**config.mk**
```make
export PLATFORM = sky130hd
export DESIGN_NAME = bch_decoder_top
export DESIGN_NICKNAME = d
export VERILOG_FILES = /design/src/rtl/bch_pkg.sv /design/src/rtl/bch_berlekamp_ibm_4t.sv /design/src/rtl/bch_chien_correct.sv /design/src/rtl/bch_dec_config.sv /design/src/rtl/bch_decoder_top.sv /design/src/rtl/bch_syndrome.sv
export VERILOG_INCLUDE_DIRS = /design/src /design/src/include
export SDC_FILE = /design/constraint.sdc
export NUM_CORES = 1
export LEC_CHECK = 0
export BUFFER_PORTS_ARGS = -buffer_cell sky130_fd_sc_hd__buf_2
export CAP_MARGIN = 15
export CORE_ASPECT_RATIO = 1.1
export CORE_MARGIN = 8
export CORE_UTILIZATION = 50
export CTS_BUF_LIST = sky130_fd_sc_hd__clkbuf_8
export DETAILED_ROUTE_END_ITERATION = 7
export GPL_TIMING_DRIVEN = 1
export PLACE_DENSITY = 0.77
export SYNTH_ARGS = -nofsm -noshare
export SYNTH_HDL_FRONTEND = slang
export SYNTH_SLANG_ARGS = --single-unit
```
**constraint.sdc**
```tcl
create_clock -name iclk -period 3.8 [get_ports iclk]
set_input_delay 0.38 -clock iclk [delete_from_list [all_inputs] [get_ports iclk]]
set_output_delay 0.38 -clock iclk [all_outputs]
set_load 0.01 [all_outputs]
```
**src/include/bch_params.svh**
```systemverilog
// BCH (15,5) decoder constants
// field GF(2^4), code length, correction capability and field polynomial

`ifndef BCH_PARAMS_SVH
`define BCH_PARAMS_SVH

// field width m
`define BCH_M 4

// code length n = 2^m - 1
`define BCH_N 15

// correction capability t
`define BCH_T 3

// syndrome count 2t
`define BCH_T2 6

// field polynomial x^4 + x + 1
`define BCH_IRRPOL 19

`endif

```
**src/rtl/bch_pkg.sv**
```systemverilog
// BCH (15,5) decoder shared types
// field element, buffer tag, stage buses, FSM enums and GF(2^4) arithmetic

`include "bch_params.svh"

package bch_pkg;

  typedef logic [`BCH_M-1:0]   gf_t;
  typedef logic [1:0]          ptr_t;
  typedef logic [`BCH_N-1:0]   word_t;
  // unreduced product of two field elements
  typedef logic [2*`BCH_M-2:0] gf_prod_t;

  // syndromes S1..S6 plus tag
  typedef struct packed {
    gf_t [`BCH_T2:1] s;
    ptr_t            ptr;
  } syn_bus_t;

  // locator lambda0..lambda3 plus tag
  typedef struct packed {
    gf_t [`BCH_T:0] lambda;
    ptr_t           ptr;
  } loc_bus_t;

  typedef struct packed {
    word_t      data;
    ptr_t       ptr;
    logic [1:0] nerr;
    logic       decfail;
    logic       corrected;
  } dec_out_t;

  // done pulses when a word with errors, or a failed word, leaves the decoder
  typedef struct packed {
    logic done;
    logic fail;
  } dec_stat_t;

  typedef enum logic [2:0] {RESET, WAIT, STEP1, STEP2, STEP3, STEP4} ibm_state_t;
  typedef enum logic [1:0] {IDLE, SEARCH, HOLD} chien_state_t;
  typedef enum logic [1:0] {CTRL = 2'd0, CORR_CNT = 2'd1, FAIL_CNT = 2'd2} cfg_addr_t;

  // carry-less multiply, then fold the high bits back with the field polynomial
  function automatic gf_t gf_mult(input gf_t a, input gf_t b);
    gf_prod_t p;
    p = '0;
    for (int i = 0; i < `BCH_M; i++) begin
      if (b[i]) begin
        p = p ^ (gf_prod_t'(a) << i);
      end
    end
    for (int i = 2*`BCH_M-2; i >= `BCH_M; i--) begin
      if (p[i]) begin
        p = p ^ (gf_prod_t'(`BCH_IRRPOL) << (i - `BCH_M));
      end
    end
    return p[`BCH_M-1:0];
  endfunction

  // alpha^e, constant when e is constant
  function automatic gf_t gf_alpha_pow(input int e);
    gf_t r;
    r = gf_t'(1);
    for (int i = 0; i < e; i++) begin
      r = gf_mult(r, gf_t'(2));
    end
    return r;
  endfunction

endpackage

```
**src/rtl/bch_berlekamp_ibm_4t.sv**
```systemverilog
// inversionless Berlekamp-Massey unit for binary BCH, t = 3
// four steps per iteration over t iterations with t+1 GF multipliers,
// locator valid 4t+1 cycles after the syndromes are taken

`include "bch_params.svh"

module bch_berlekamp_ibm_4t (
  input  logic              iclk,
  input  logic              ireset,
  input  logic              syn_valid,
  output logic              syn_ready,
  input  bch_pkg::syn_bus_t syn,
  output logic              loc_valid,
  input  logic              loc_ready,
  output bch_pkg::loc_bus_t loc
);

  import bch_pkg::*;

  ibm_state_t state;
  logic [1:0] iter_cnt;
  logic       done;
  logic       syn_acc;

  // window slot k holds syndrome index k - t, slots below t+1 are zero
  gf_t win    [0:`BCH_T+`BCH_T2];
  gf_t lam    [0:`BCH_T];
  gf_t lam_z  [0:`BCH_T];
  gf_t bpol   [0:`BCH_T];
  gf_t bpol_z [0:`BCH_T];
  gf_t mult   [0:`BCH_T];
  gf_t delta;
  gf_t delta_sum;
  gf_t gamma;
  ptr_t ptr_q;
  logic signed [`BCH_M-1:0] kv;

  // no new word while computing or while a locator waits downstream
  assign syn_ready = (state == WAIT) & ~done & ~loc_valid;
  assign syn_acc   = syn_valid & syn_ready;

  // --------------------------------------------------------------------------
  // FSM and result hold
  // --------------------------------------------------------------------------

  always_ff @(posedge iclk or posedge ireset) begin
    if (ireset) begin
      state     <= RESET;
      iter_cnt  <= '0;
      done      <= 1'b0;
      loc_valid <= 1'b0;
    end else begin
      case (state)
        RESET: state <= WAIT;
        WAIT: begin
          if (syn_acc) begin
            state    <= STEP1;
            iter_cnt <= 2'(`BCH_T - 1);
          end
        end
        STEP1: state <= STEP2;
        STEP2: state <= STEP3;
        STEP3: state <= STEP4;
        STEP4: begin
          if (iter_cnt == '0) begin
            state <= WAIT;
          end else begin
            state    <= STEP1;
            iter_cnt <= iter_cnt - 1'b1;
          end
        end
        default: state <= RESET;
      endcase
      // last step done, valid one cycle later
      done <= (state == STEP4) & (iter_cnt == '0);
      if (done) begin
        loc_valid <= 1'b1;
      end else if (loc_valid & loc_ready) begin
        loc_valid <= 1'b0;
      end
    end
  end

  // --------------------------------------------------------------------------
  // polynomials shifted by z, discrepancy sum
  // --------------------------------------------------------------------------

  always_comb begin
    lam_z[0]  = '0;
    bpol_z[0] = '0;
    for (int i = 1; i <= `BCH_T; i++) begin
      lam_z[i]  = lam[i-1];
      bpol_z[i] = bpol[i-1];
    end
    delta_sum = '0;
    for (int i = 0; i <= `BCH_T; i++) begin
      delta_sum = delta_sum ^ mult[i];
    end
  end

  // --------------------------------------------------------------------------
  // datapath
  // --------------------------------------------------------------------------

  always_ff @(posedge iclk) begin
    // shared multipliers
    // STEP1 lambda*S, STEP2 lambda*gamma, STEP3 z*B*delta
    for (int i = 0; i <= `BCH_T; i++) begin
      mult[i] <= gf_mult((state == STEP3) ? bpol_z[i] : lam[i],
                         (state == STEP1) ? win[`BCH_T+1-i] : delta);
    end
    case (state)
      WAIT: begin
        if (syn_acc) begin
          for (int i = 0; i <= `BCH_T; i++) begin
            win[i]  <= '0;
            lam[i]  <= (i == 0) ? gf_t'(1) : '0;
            bpol[i] <= (i == 0) ? gf_t'(1) : '0;
          end
          for (int j = 1; j <= `BCH_T2; j++) begin
            win[j+`BCH_T] <= syn.s[j];
          end
          gamma <= gf_t'(1);
          kv    <= '0;
          ptr_q <= syn.ptr;
        end
      end
      STEP1: begin
        // next odd syndrome moves into place
        for (int i = 0; i < `BCH_T+`BCH_T2-1; i++) begin
          win[i] <= win[i+2];
        end
        win[`BCH_T+`BCH_T2-1] <= '0;
        win[`BCH_T+`BCH_T2]   <= '0;
        // delta briefly carries gamma for the STEP2 products
        delta <= gamma;
      end
      STEP2: delta <= delta_sum;
      STEP3: begin
        for (int i = 0; i <= `BCH_T; i++) begin
          lam[i] <= mult[i];
        end
        if ((delta != '0) && !kv[`BCH_M-1]) begin
          for (int i = 0; i <= `BCH_T; i++) begin
            bpol[i] <= lam_z[i];
          end
          gamma <= delta;
          kv    <= -kv;
        end else begin
          // B times z^2
          bpol[0] <= '0;
          bpol[1] <= '0;
          for (int i = 2; i <= `BCH_T; i++) begin
            bpol[i] <= bpol[i-2];
          end
          kv <= kv + 4'sd2;
        end
      end
      STEP4: begin
        // gamma*lambda - delta*z*B
        for (int i = 0; i <= `BCH_T; i++) begin
          lam[i] <= lam[i] ^ mult[i];
        end
      end
      default: begin
      end
    endcase
  end

  always_comb begin
    for (int i = 0; i <= `BCH_T; i++) begin
      loc.lambda[i] = lam[i];
    end
    loc.ptr = ptr_q;
  end

endmodule

```
**src/rtl/bch_chien_correct.sv**
```systemverilog
// BCH Chien search and correction stage
// 4-entry codeword buffer indexed by tag, serial root search msb first,
// bit flips and failure check of root count against locator degree

`include "bch_params.svh"

module bch_chien_correct (
  input  logic               iclk,
  input  logic               ireset,
  input  logic               buf_we,
  input  bch_pkg::ptr_t      buf_ptr,
  input  bch_pkg::word_t     buf_word,
  input  logic               loc_valid,
  output logic               loc_ready,
  input  bch_pkg::loc_bus_t  loc,
  input  logic               correct_en,
  output logic               out_valid,
  input  logic               out_ready,
  output bch_pkg::dec_out_t  out,
  output bch_pkg::dec_stat_t stat
);

  import bch_pkg::*;

  chien_state_t   state;
  logic [3:0]     pos;
  logic [3:0]     root_cnt;
  logic [1:0]     loc_deg;
  logic [1:0]     deg_q;
  logic           corr_en_q;
  logic           loc_acc;
  logic           out_acc;
  logic           fail;
  ptr_t           ptr_q;
  word_t          err_mask;
  word_t          raw;
  word_t          buf_mem [0:3];
  gf_t [`BCH_T:0] term;
  gf_t            sum;

  always_ff @(posedge iclk) begin
    if (buf_we) begin
      buf_mem[buf_ptr] <= buf_word;
    end
  end

  assign loc_ready = (state == IDLE);
  assign out_valid = (state == HOLD);
  assign loc_acc   = loc_valid & loc_ready;
  assign out_acc   = out_valid & out_ready;

  // locator degree, highest nonzero coefficient
  always_comb begin
    loc_deg = 2'd0;
    for (int j = 1; j <= `BCH_T; j++) begin
      if (loc.lambda[j] != '0) begin
        loc_deg = 2'(j);
      end
    end
    sum = '0;
    for (int j = 0; j <= `BCH_T; j++) begin
      sum = sum ^ term[j];
    end
  end

  // --------------------------------------------------------------------------
  // search FSM
  // --------------------------------------------------------------------------

  always_ff @(posedge iclk or posedge ireset) begin
    if (ireset) begin
      state    <= IDLE;
      pos      <= '0;
      root_cnt <= '0;
    end else begin
      case (state)
        IDLE: begin
          if (loc_acc) begin
            state    <= SEARCH;
            pos      <= 4'(`BCH_N - 1);
            root_cnt <= '0;
          end
        end
        SEARCH: begin
          if (sum == '0) begin
            root_cnt <= root_cnt + 1'b1;
          end
          if (pos == '0) begin
            state <= HOLD;
          end else begin
            pos <= pos - 1'b1;
          end
        end
        HOLD: begin
          if (out_ready) begin
            state <= IDLE;
          end
        end
        default: state <= IDLE;
      endcase
    end
  end

  // step s evaluates lambda(alpha^s), a root flags position n - s
  always_ff @(posedge iclk) begin
    if (loc_acc) begin
      for (int j = 0; j <= `BCH_T; j++) begin
        term[j] <= gf_mult(loc.lambda[j], gf_alpha_pow(j));
      end
      deg_q     <= loc_deg;
      ptr_q     <= loc.ptr;
      corr_en_q <= correct_en;
      err_mask  <= '0;
    end else if (state == SEARCH) begin
      for (int j = 0; j <= `BCH_T; j++) begin
        term[j] <= gf_mult(term[j], gf_alpha_pow(j));
      end
      if (sum == '0) begin
        err_mask[pos] <= 1'b1;
      end
    end
  end

  // --------------------------------------------------------------------------
  // output
  // --------------------------------------------------------------------------

  assign raw  = buf_mem[ptr_q];
  assign fail = ({2'b00, deg_q} != root_cnt);

  // failed or bypassed words pass unmodified
  assign out.data      = (corr_en_q & ~fail) ? (raw ^ err_mask) : raw;
  assign out.ptr       = ptr_q;
  assign out.nerr      = deg_q;
  assign out.decfail   = fail;
  assign out.corrected = corr_en_q & ~fail & (deg_q != 2'd0);

  assign stat.done = out_acc & (fail | (deg_q != 2'd0));
  assign stat.fail = out_acc & fail;

endmodule

```
**src/rtl/bch_dec_config.sv**
```systemverilog
// BCH decoder register block
// correction enable bit and saturating corrected/failed word counters

module bch_dec_config (
  input  logic               iclk,
  input  logic               ireset,
  input  logic               cfg_we,
  input  bch_pkg::cfg_addr_t cfg_addr,
  input  logic [7:0]         cfg_wdata,
  output logic [7:0]         cfg_rdata,
  input  bch_pkg::dec_stat_t stat,
  output logic               correct_en
);

  import bch_pkg::*;

  logic [7:0] corr_cnt;
  logic [7:0] fail_cnt;

  always_ff @(posedge iclk or posedge ireset) begin
    if (ireset) begin
      correct_en <= 1'b1;
      corr_cnt   <= '0;
      fail_cnt   <= '0;
    end else begin
      if (cfg_we && (cfg_addr == CTRL)) begin
        correct_en <= cfg_wdata[0];
      end
      // write clears, counters stick at 255
      if (cfg_we && (cfg_addr == CORR_CNT)) begin
        corr_cnt <= '0;
      end else if (stat.done && !stat.fail && (corr_cnt != 8'hff)) begin
        corr_cnt <= corr_cnt + 1'b1;
      end
      if (cfg_we && (cfg_addr == FAIL_CNT)) begin
        fail_cnt <= '0;
      end else if (stat.done && stat.fail && (fail_cnt != 8'hff)) begin
        fail_cnt <= fail_cnt + 1'b1;
      end
    end
  end

  always_comb begin
    case (cfg_addr)
      CTRL:     cfg_rdata = {7'd0, correct_en};
      CORR_CNT: cfg_rdata = corr_cnt;
      FAIL_CNT: cfg_rdata = fail_cnt;
      default:  cfg_rdata = '0;
    endcase
  end

endmodule

```
**src/rtl/bch_decoder_top.sv**
```systemverilog
// BCH (15,5) decoder top level
// syndrome, Berlekamp-Massey and Chien stages chained by valid/ready,
// with the register block beside the Chien stage

module bch_decoder_top (
  input  logic               iclk,
  input  logic               ireset,
  input  logic               in_valid,
  output logic               in_ready,
  input  bch_pkg::word_t     in_word,
  output logic               out_valid,
  input  logic               out_ready,
  output bch_pkg::dec_out_t  out,
  input  logic               cfg_we,
  input  bch_pkg::cfg_addr_t cfg_addr,
  input  logic [7:0]         cfg_wdata,
  output logic [7:0]         cfg_rdata
);

  import bch_pkg::*;

  // syndrome to Berlekamp
  logic      syn_valid;
  logic      syn_ready;
  syn_bus_t  syn;
  // Berlekamp to Chien
  logic      loc_valid;
  logic      loc_ready;
  loc_bus_t  loc;
  // codeword buffer write
  logic      buf_we;
  ptr_t      buf_ptr;
  word_t     buf_word;
  // config side
  logic      correct_en;
  dec_stat_t stat;

  bch_syndrome syndrome_i (
    .iclk      (iclk),
    .ireset    (ireset),
    .in_valid  (in_valid),
    .in_ready  (in_ready),
    .in_word   (in_word),
    .syn_valid (syn_valid),
    .syn_ready (syn_ready),
    .syn       (syn),
    .buf_we    (buf_we),
    .buf_ptr   (buf_ptr),
    .buf_word  (buf_word)
  );

  bch_berlekamp_ibm_4t berlekamp_i (
    .iclk      (iclk),
    .ireset    (ireset),
    .syn_valid (syn_valid),
    .syn_ready (syn_ready),
    .syn       (syn),
    .loc_valid (loc_valid),
    .loc_ready (loc_ready),
    .loc       (loc)
  );

  bch_chien_correct chien_i (
    .iclk       (iclk),
    .ireset     (ireset),
    .buf_we     (buf_we),
    .buf_ptr    (buf_ptr),
    .buf_word   (buf_word),
    .loc_valid  (loc_valid),
    .loc_ready  (loc_ready),
    .loc        (loc),
    .correct_en (correct_en),
    .out_valid  (out_valid),
    .out_ready  (out_ready),
    .out        (out),
    .stat       (stat)
  );

  bch_dec_config config_i (
    .iclk       (iclk),
    .ireset     (ireset),
    .cfg_we     (cfg_we),
    .cfg_addr   (cfg_addr),
    .cfg_wdata  (cfg_wdata),
    .cfg_rdata  (cfg_rdata),
    .stat       (stat),
    .correct_en (correct_en)
  );

endmodule

```
**src/rtl/bch_syndrome.sv**
```systemverilog
// BCH syndrome stage
// Horner evaluation of the received word at alpha^1..alpha^6, one bit per
// cycle msb first; assigns the buffer tag and stores the word for correction

`include "bch_params.svh"

module bch_syndrome (
  input  logic              iclk,
  input  logic              ireset,
  input  logic              in_valid,
  output logic              in_ready,
  input  bch_pkg::word_t    in_word,
  output logic              syn_valid,
  input  logic              syn_ready,
  output bch_pkg::syn_bus_t syn,
  output logic              buf_we,
  output bch_pkg::ptr_t     buf_ptr,
  output bch_pkg::word_t    buf_word
);

  import bch_pkg::*;

  logic            busy;
  logic [3:0]      bit_cnt;
  logic            in_acc;
  ptr_t            next_tag;
  ptr_t            cur_tag;
  word_t           shreg;
  gf_t [`BCH_T2:1] acc;

  // one word at a time, blocked until the syndromes are taken
  assign in_ready = ~busy & ~syn_valid;
  assign in_acc   = in_valid & in_ready;

  // buffer write carries the tag handed to this word
  assign buf_we   = in_acc;
  assign buf_ptr  = next_tag;
  assign buf_word = in_word;

  // --------------------------------------------------------------------------
  // control
  // --------------------------------------------------------------------------

  always_ff @(posedge iclk or posedge ireset) begin
    if (ireset) begin
      busy      <= 1'b0;
      bit_cnt   <= '0;
      syn_valid <= 1'b0;
      next_tag  <= '0;
    end else begin
      if (in_acc) begin
        busy     <= 1'b1;
        bit_cnt  <= 4'(`BCH_N - 1);
        // tags wrap mod 4
        next_tag <= next_tag + 1'b1;
      end else if (busy) begin
        bit_cnt <= bit_cnt - 1'b1;
        // last bit consumed
        if (bit_cnt == '0) begin
          busy      <= 1'b0;
          syn_valid <= 1'b1;
        end
      end
      if (syn_valid & syn_ready) begin
        syn_valid <= 1'b0;
      end
    end
  end

  // --------------------------------------------------------------------------
  // Horner accumulators
  // --------------------------------------------------------------------------

  always_ff @(posedge iclk) begin
    if (in_acc) begin
      shreg   <= in_word;
      cur_tag <= next_tag;
      acc     <= '0;
    end else if (busy) begin
      shreg <= shreg << 1;
      // acc_j = acc_j * alpha^j + r_i
      for (int j = 1; j <= `BCH_T2; j++) begin
        acc[j] <= gf_mult(acc[j], gf_alpha_pow(j)) ^ gf_t'(shreg[`BCH_N-1]);
      end
    end
  end

  assign syn.s   = acc;
  assign syn.ptr = cur_tag;

endmodule
```
==> results.json, run 1 <==
{
  "drc_errors": 0,
  "fin_cells": 1596,
  "std_cell_rows": 61,
  "skew_ns": 0.02642,
  "max_freq_mhz": 338.4,
  "critPathMaxStageDelay_ns": 0.69,
  "area_growth_pct": 11.30,
  "end_kind": "primary output",
  "slew_violations": 0,
  "die-area_mm2": 0.03112,
  "path_max_fanout": 9,
  "cts_buffers": 44,
  "hold_violations": 0,
  "ioPinCount": 61,
  "yosysUniqueCellTypes": 58,
  "crit_path_cell_trace": "buf_4, mux4_2, xnor2_1, buf_2",
  "n_antenna_cell": 0,
  "dp_cells": 1513,
  "drtIter0Drc": 449,
  "drtPass1Iterations": 5,
  "criticalPathCategory": "flip-flop to primary output",
  "post-route-min-period_ns": 2.955,
  "yosysMostFrequentCell": "nand2_1",
  "tns_ns": 0,
  "hold_end": "chien_i.buf_mem[0][11]",
  "die_w_um": 168.9,
  "grt_pass1_vias": 8612,
  "synth_area_leaders": "edfxtp_1 39%, dfxtp_1 9.6%, dfrtp_1 8.0%, xnor2_1 7.1%, nand2_1 6.2%",
  "initial_core_util": 0.5092,
  "synth_top_cell_by_area": "edfxtp_1",
  "maxCapViolations": 0,
  "port_buffers": 53,
  "syn_nets": 1210,
  "crit-reg2reg-launch": "berlekamp_i.state[0]",
  "worst-path-buf-inv": 2,
  "grt_setup_unrepaired": "no",
  "whs_ns": 0.04348,
  "finalWorstSetupSlack_ns": 0.8447,
  "crit_cells": 4,
  "status": "finished, final reports clean",
  "routabilityCongestion": 0.8288,
  "ys_ff_latch": 271,
  "clk_path_buf_depth": 3,
  "whs_path_depth": 1,
  "via_per_inst": 5.305,
  "synth_cells": 1163,
  "place_ws_ns": 0.9555,
  "clock_sinks": 271,
  "cp_slowest_cell": "dfxtp_1",
  "root_buffer": "clkbuf_8",
  "tightest_slew_ns": 0.8865,
  "grt_max_degree": 44,
  "fp.dieH_um": 184.2,
  "hp-class": "primary input to flip-flop",
  "crit_family": "flip-flops",
  "clock_latency_ns": 0.56,
  "synthArstFlopShare": 0.1550,
  "cp-start-kind": "flip-flop",
  "htreeDepth": 2,
  "finalCritPeriodShare": 0.7777,
  "clk_pin_slew_ns": 0.07,
  "vias": 8466,
  "r2r_end": "berlekamp_i.mult[0][1]",
  "synth_edf_count": 167,
  "syn_avg_cell_area_um2": 11.06,
  "peakVddDrop_v": 0.0004552,
  "grt_overflow": 0,
  "synthTopCellsByCount": "214 x nand2_1, 167 x edfxtp_1, 126 x nor2_1, 105 x xnor2_1, 62 x dfxtp_1",
  "synth_top_area_frac": 0.3898,
  "antenna_found_initial": 0,
  "syn-cell-area_mm2": 0.01286,
  "slew_headroom": 0.4090,
  "ff2ff_path_depth": 6,
  "finalSetupViolCount": 0,
  "p_per_area_mw_per_mm2": 793.7,
  "worstPathArrival_ns": 2.58,
  "drt_wl_total_um": 25510,
  "p_leak_uw": 0.005801,
  "core_area_mm2": 0.02526,
  "nets": 1261,
  "grt_pass1_wl_um": 42500,
  "hp-start": "in_word[11]",
  "grt_usage": 0.1673,
  "seq_area_frac_synth": 0.5681,
  "synthFlopType": "edfxtp_1",
  "wl_per_cell_um": 15.98,
  "antenna_left": 0,
  "cts_tree": "yes",
  "yosys_warnings": 0,
  "dp_hpwl_um": 17240,
  "required_ns": 3.42,
  "reg2reg_slack_ns": 0.94,
  "drive_gt1_frac": 0.1320
}
power by group:
part | switching, µW | total [µW] | internal, µW
Clock | 1160 | 2520 | 1360
Combinational | 2070 | 3880 | 1810
Sequential | 787 | 4970 | 4180
Total | 4010 | 11400 | 7350
how the worst max path moves through the flow:
| stage | start | endpoint | slack (ns) |
|---|---|---|---|
| CTS | flip-flop | out[6] | 0.77 |
| detailed placement | berlekamp_i.state[0] | berlekamp_i.mult[0][1] | 0.96 |
| global route | flip-flop | out[6] | 0.70 |
| finish | flip-flop | out[8] | 0.84 |
| global placement | berlekamp_i.state[0] | berlekamp_i.mult[0][1] | 0.99 |
| floorplan | berlekamp_i.state[0] | berlekamp_i.win[0][4] | 1.22 |
final cells by class:
| class | count | area [µm²] |
|---|---|---|
| Fill cell | 2087 | 10950 |
| Clock inverter | 32 | 210.2 |
| Sequential cell | 271 | 7308 |
| Tap cell | 346 | 432.9 |
| Clock buffer | 50 | 688.2 |
| Inverter | 31 | 116.4 |
| Timing Repair Buffer | 65 | 357.8 |
| Multi-Input combinational cell | 801 | 5204 |
cell families (layout without fill, tap and decap cells):
family                   Yosys count  after routing  synth area share
buffers and inverters             91            178           0.02830
flip-flops                       271            271            0.5681
adder cells (fa/ha/maj)           17             17           0.01654
XOR/XNOR                         167            167            0.1158
AO/OA/AOI/OAI                    105            105           0.05204
AND/OR/NAND/NOR                  450            450            0.1542
multiplexers                      62             62           0.06497
layer usage:
metal / wire [µm] / part of all wire / global-route usage
met1: 11150 / 0.44 / 0.2104
met2: 12390 / 0.49 / 0.2786
met3: 1127 / 0.044 / 0.02760
met4: 844 / 0.033 / 0.07970
met5: 0 / 0 / 0
timing repair:
action | CTS | global route
gates resized for setup | 0 | 0
endpoints found under the hold margin | 41 | 0
hold buffers | 1 | 0
setup buffers | 0 | 0
state kept, by name (all words and copies together) (netlist names), 8 cells and up, named ones only:
signal and count:
berlekamp_i.mult 16, chien_i.term 16, config_i.fail_cnt 8, berlekamp_i.bpol 9, berlekamp_i.win 36, config_i.corr_cnt 8, berlekamp_i.lam 16, chien_i.err_mask 15
syndrome_i.shreg 15, syndrome_i.syn 24, chien_i.buf_mem 60
metrics by stage:
step / power (µW) / cell area (µm²) / util
CTS: 11440 / 14320 / 0.5667
global placement: 8738 / 13410 / 0.5308
detailed placement: 8910 / 13410 / 0.5308
floorplan: 7961 / 12860 / -
finish: 11360 / 14320 / 0.5667
global route: 12130 / 14320 / 0.5667
layout by cell type, fill, tap and decap left out, types with 3 or more instances in the layout:
cell type	n
a211oi_1	10
a21oi_1	26
a22o_1	10
a31oi_1	16
and2_1	26
and3_1	17
buf_2	53
buf_4	11
clkbuf_8	50
clkinv_1	3
dfrtp_1	41
dfxtp_1	62
edfxtp_1	167
ha_1	17
inv_1	51
mux2_2	15
mux2i_1	30
mux4_2	15
nand2_1	214
nand2b_1	6
nand3_1	9
nand4_1	8
nor2_1	126
nor2b_1	12
nor3_1	10
nor3b_1	6
nor4_1	3
o21ai_0	23
or2_2	3
or3_1	3
xnor2_1	105
xor2_1	60
No activity file was read; power rests on OpenSTA's default activity.
==> run 2: changes to the inputs <==
==> constraint.sdc (replaced) <==
create_clock -name iclk -period 2.9 [get_ports iclk]
set_input_delay 0.29 -clock iclk [delete_from_list [all_inputs] [get_ports iclk]]
set_output_delay 0.29 -clock iclk [all_outputs]
set_load 0.01 [all_outputs]
==> run 2 against run 1 <==
Highest routed layer unchanged. First-iteration DRC count is 33% higher. Flip-flop and latch count stayed put. Utilization is 1.1 points higher. Clock skew is 0.0019 ns lower. Sequential share of layout area is 0.98 points lower.
==> results.json, run 2 (synthesis results as in run 1) <==
{
  "drive_gt1_frac": 0.1418,
  "drtIter0Drc": 595,
  "end_kind": "flip-flop",
  "hp-class": "primary input to flip-flop",
  "grt_max_degree": 52,
  "max_freq_mhz": 371.0,
  "criticalPathCategory": "flip-flop to flip-flop",
  "p_per_area_mw_per_mm2": 1034,
  "initial_core_util": 0.5092,
  "layout_commonest_cell": "nand2_1",
  "grt_pass1_wl_um": 42700,
  "vias": 8557,
  "antenna_found_initial": 0,
  "antenna_left": 0,
  "whs_path_depth": 3,
  "clock_sinks": 271,
  "hold_violations": 0,
  "ioPinCount": 61,
  "final_util": 0.5779,
  "p_clk_frac": 0.224,
  "p_seq_frac": 0.428,
  "cts_buffers": 44,
  "cp_common_cell": "xnor2_1",
  "routabilityCongestion": 0.8004,
  "post-route-min-period_ns": 2.696,
  "worst-path-buf-inv": 1,
  "p_leak_uw": 0.005901,
  "peakVddDrop_v": 0.0008232,
  "required_ns": 3.34,
  "cp-start-kind": "flip-flop",
  "htreeDepth": 2,
  "nets": 1287,
  "worstPathArrival_ns": 3.13,
  "grt_setup_unrepaired": "no",
  "fp.dieH_um": 184.2,
  "ff2ff_path_depth": 7,
  "tns_ns": 0,
  "clock_latency_ns": 0.57,
  "core_area_mm2": 0.02526,
  "grt_overflow": 0,
  "clk_pin_slew_ns": 0.06,
  "p_comb_frac": 0.348,
  "path_max_fanout": 51,
  "largest_register_ffs": 60,
  "critPathMaxStageDelay_ns": 0.63,
  "grt_usage": 0.1685,
  "maxCapViolations": 0,
  "whs_ns": 0.01992,
  "dp_cells": 1522,
  "crit_family": "flip-flops",
  "power_uw": 15090,
  "clk_path_buf_depth": 3,
  "crit_cells": 7,
  "slew_headroom": 0.4536,
  "finalSetupViolCount": 0,
  "wl_per_cell_um": 16.13,
  "fin_cells": 1622,
  "swShare": 0.3540,
  "status": "finished, final reports clean",
  "drc_errors": 0,
  "root_buffer": "clkbuf_8",
  "port_buffers": 53,
  "dp_hpwl_um": 17560,
  "power_switching_uw": 5341,
  "skew_ns": 0.02449,
  "die-area_mm2": 0.03112,
  "via_per_inst": 5.276,
  "drt_wl_total_um": 26160,
  "power.internal_uw": 9748,
  "slew_violations": 0,
  "drtPass1Iterations": 5,
  "cp_slowest_cell": "dfrtp_1",
  "area_growth_pct": 13.49,
  "grt_pass1_vias": 8549,
  "crit_path_cell_trace": "nor3b_4, buf_12, mux2i_1, nor2_1, xor2_1, xnor2_1, xnor2_1",
  "n_antenna_cell": 0,
  "tightest_slew_ns": 0.8197,
  "finalCritPeriodShare": 0.9296,
  "die_w_um": 168.9,
  "final_cell_mix": "214 x nand2_1, 167 x edfxtp_1, 126 x nor2_1",
  "cts_tree": "yes",
  "std_cell_rows": 61,
  "top_register": "chien_i.buf_mem"
}
-- run 2: changes by cell type in the layout (fill, tap and decap cells not counted), moves of 3 or more --
| cell | previous run | this run |
|---|---|---|
| buf_4 | 11 | 19 |
| dlygate4sd3_1 | 1 | 17 |
| inv_1 | 51 | 41 |
| clkinv_1 | 3 | 8 |
| clkinv_2 | 2 | 5 |
-- run 2: final timing paths --
path | startpoint | to | slack, ns
min reg2reg | syndrome_i.cur_tag[0] | berlekamp_i.ptr_q[0] | 0.41
max | berlekamp_i.state[1] | berlekamp_i.mult[3][0] | 0.20
min | out_ready | chien_i.state[1] | 0.02
min in group asynchronous | ireset | syndrome_i.buf_ptr[1] | 0.16
max in group asynchronous | ireset | config_i.corr_cnt[5] | 2.07
max reg2reg | berlekamp_i.state[1] | berlekamp_i.mult[3][0] | 0.20
-- run 2: timing repair --
| action | CTS | global route |
|---|---|---|
| gates resized for setup | 1 | 0 |
| hold buffers | 17 | 0 |
| setup endpoints to repair | 1 | 0 |
| endpoints found under the hold margin | 85 | 0 |
| setup buffers | 0 | 0 |
-- run 2: power by group through the flow --
stage	logic [µW]	clock network (µW)	registers [µW]
after detailed placement	5250	0	6530
after global placement	5040	0	6490
after CTS	5290	3440	6460
final	5250	3380	6460
after global routing	5860	3620	6590
after floorplan	4360	0	6080
-- run 2: worst register-to-register path: cells and delay by family (launching register included) --
family | cells | cell delay, ns
and+or+nand+nor | 2 | 0.50
xor gates and xnor gates | 3 | 0.57
buffers and inverters | 1 | 0.29
DFF | 1 | 0.63
muxes | 1 | 0.59
-- run 2: layer usage --
metal	GRT usage	share of wire	vias to the layer above
li1	-	-	4125
met1	0.2088	0.43	4202
met2	0.2942	0.51	194
met3	0.03038	0.048	36
met4	0.05361	0.017	0
met5	0	0	-
-- run 2: through the flow --
| stage | setup slack (ns) | cell area [µm²] |
|---|---|---|
| after CTS | 0.1733 | 14580 |
| after detailed placement | 0.2665 | 13490 |
| after global placement | 0.3999 | 13490 |
| after global routing | 0.005102 | 14600 |
| final | 0.2042 | 14600 |
| after floorplan | 0.3217 | 12860 |
-- run 2: cell type report --
class / instances / area (µm²)
Multi-Input combinational cell: 801 / 5205
Fill cell: 2042 / 10660
Tap cell: 346 / 432.9
Clock buffer: 52 / 715.7
Clock inverter: 30 / 202.7
Sequential cell: 271 / 7308
Timing Repair Buffer: 91 / 618.1
Inverter: 31 / 116.4
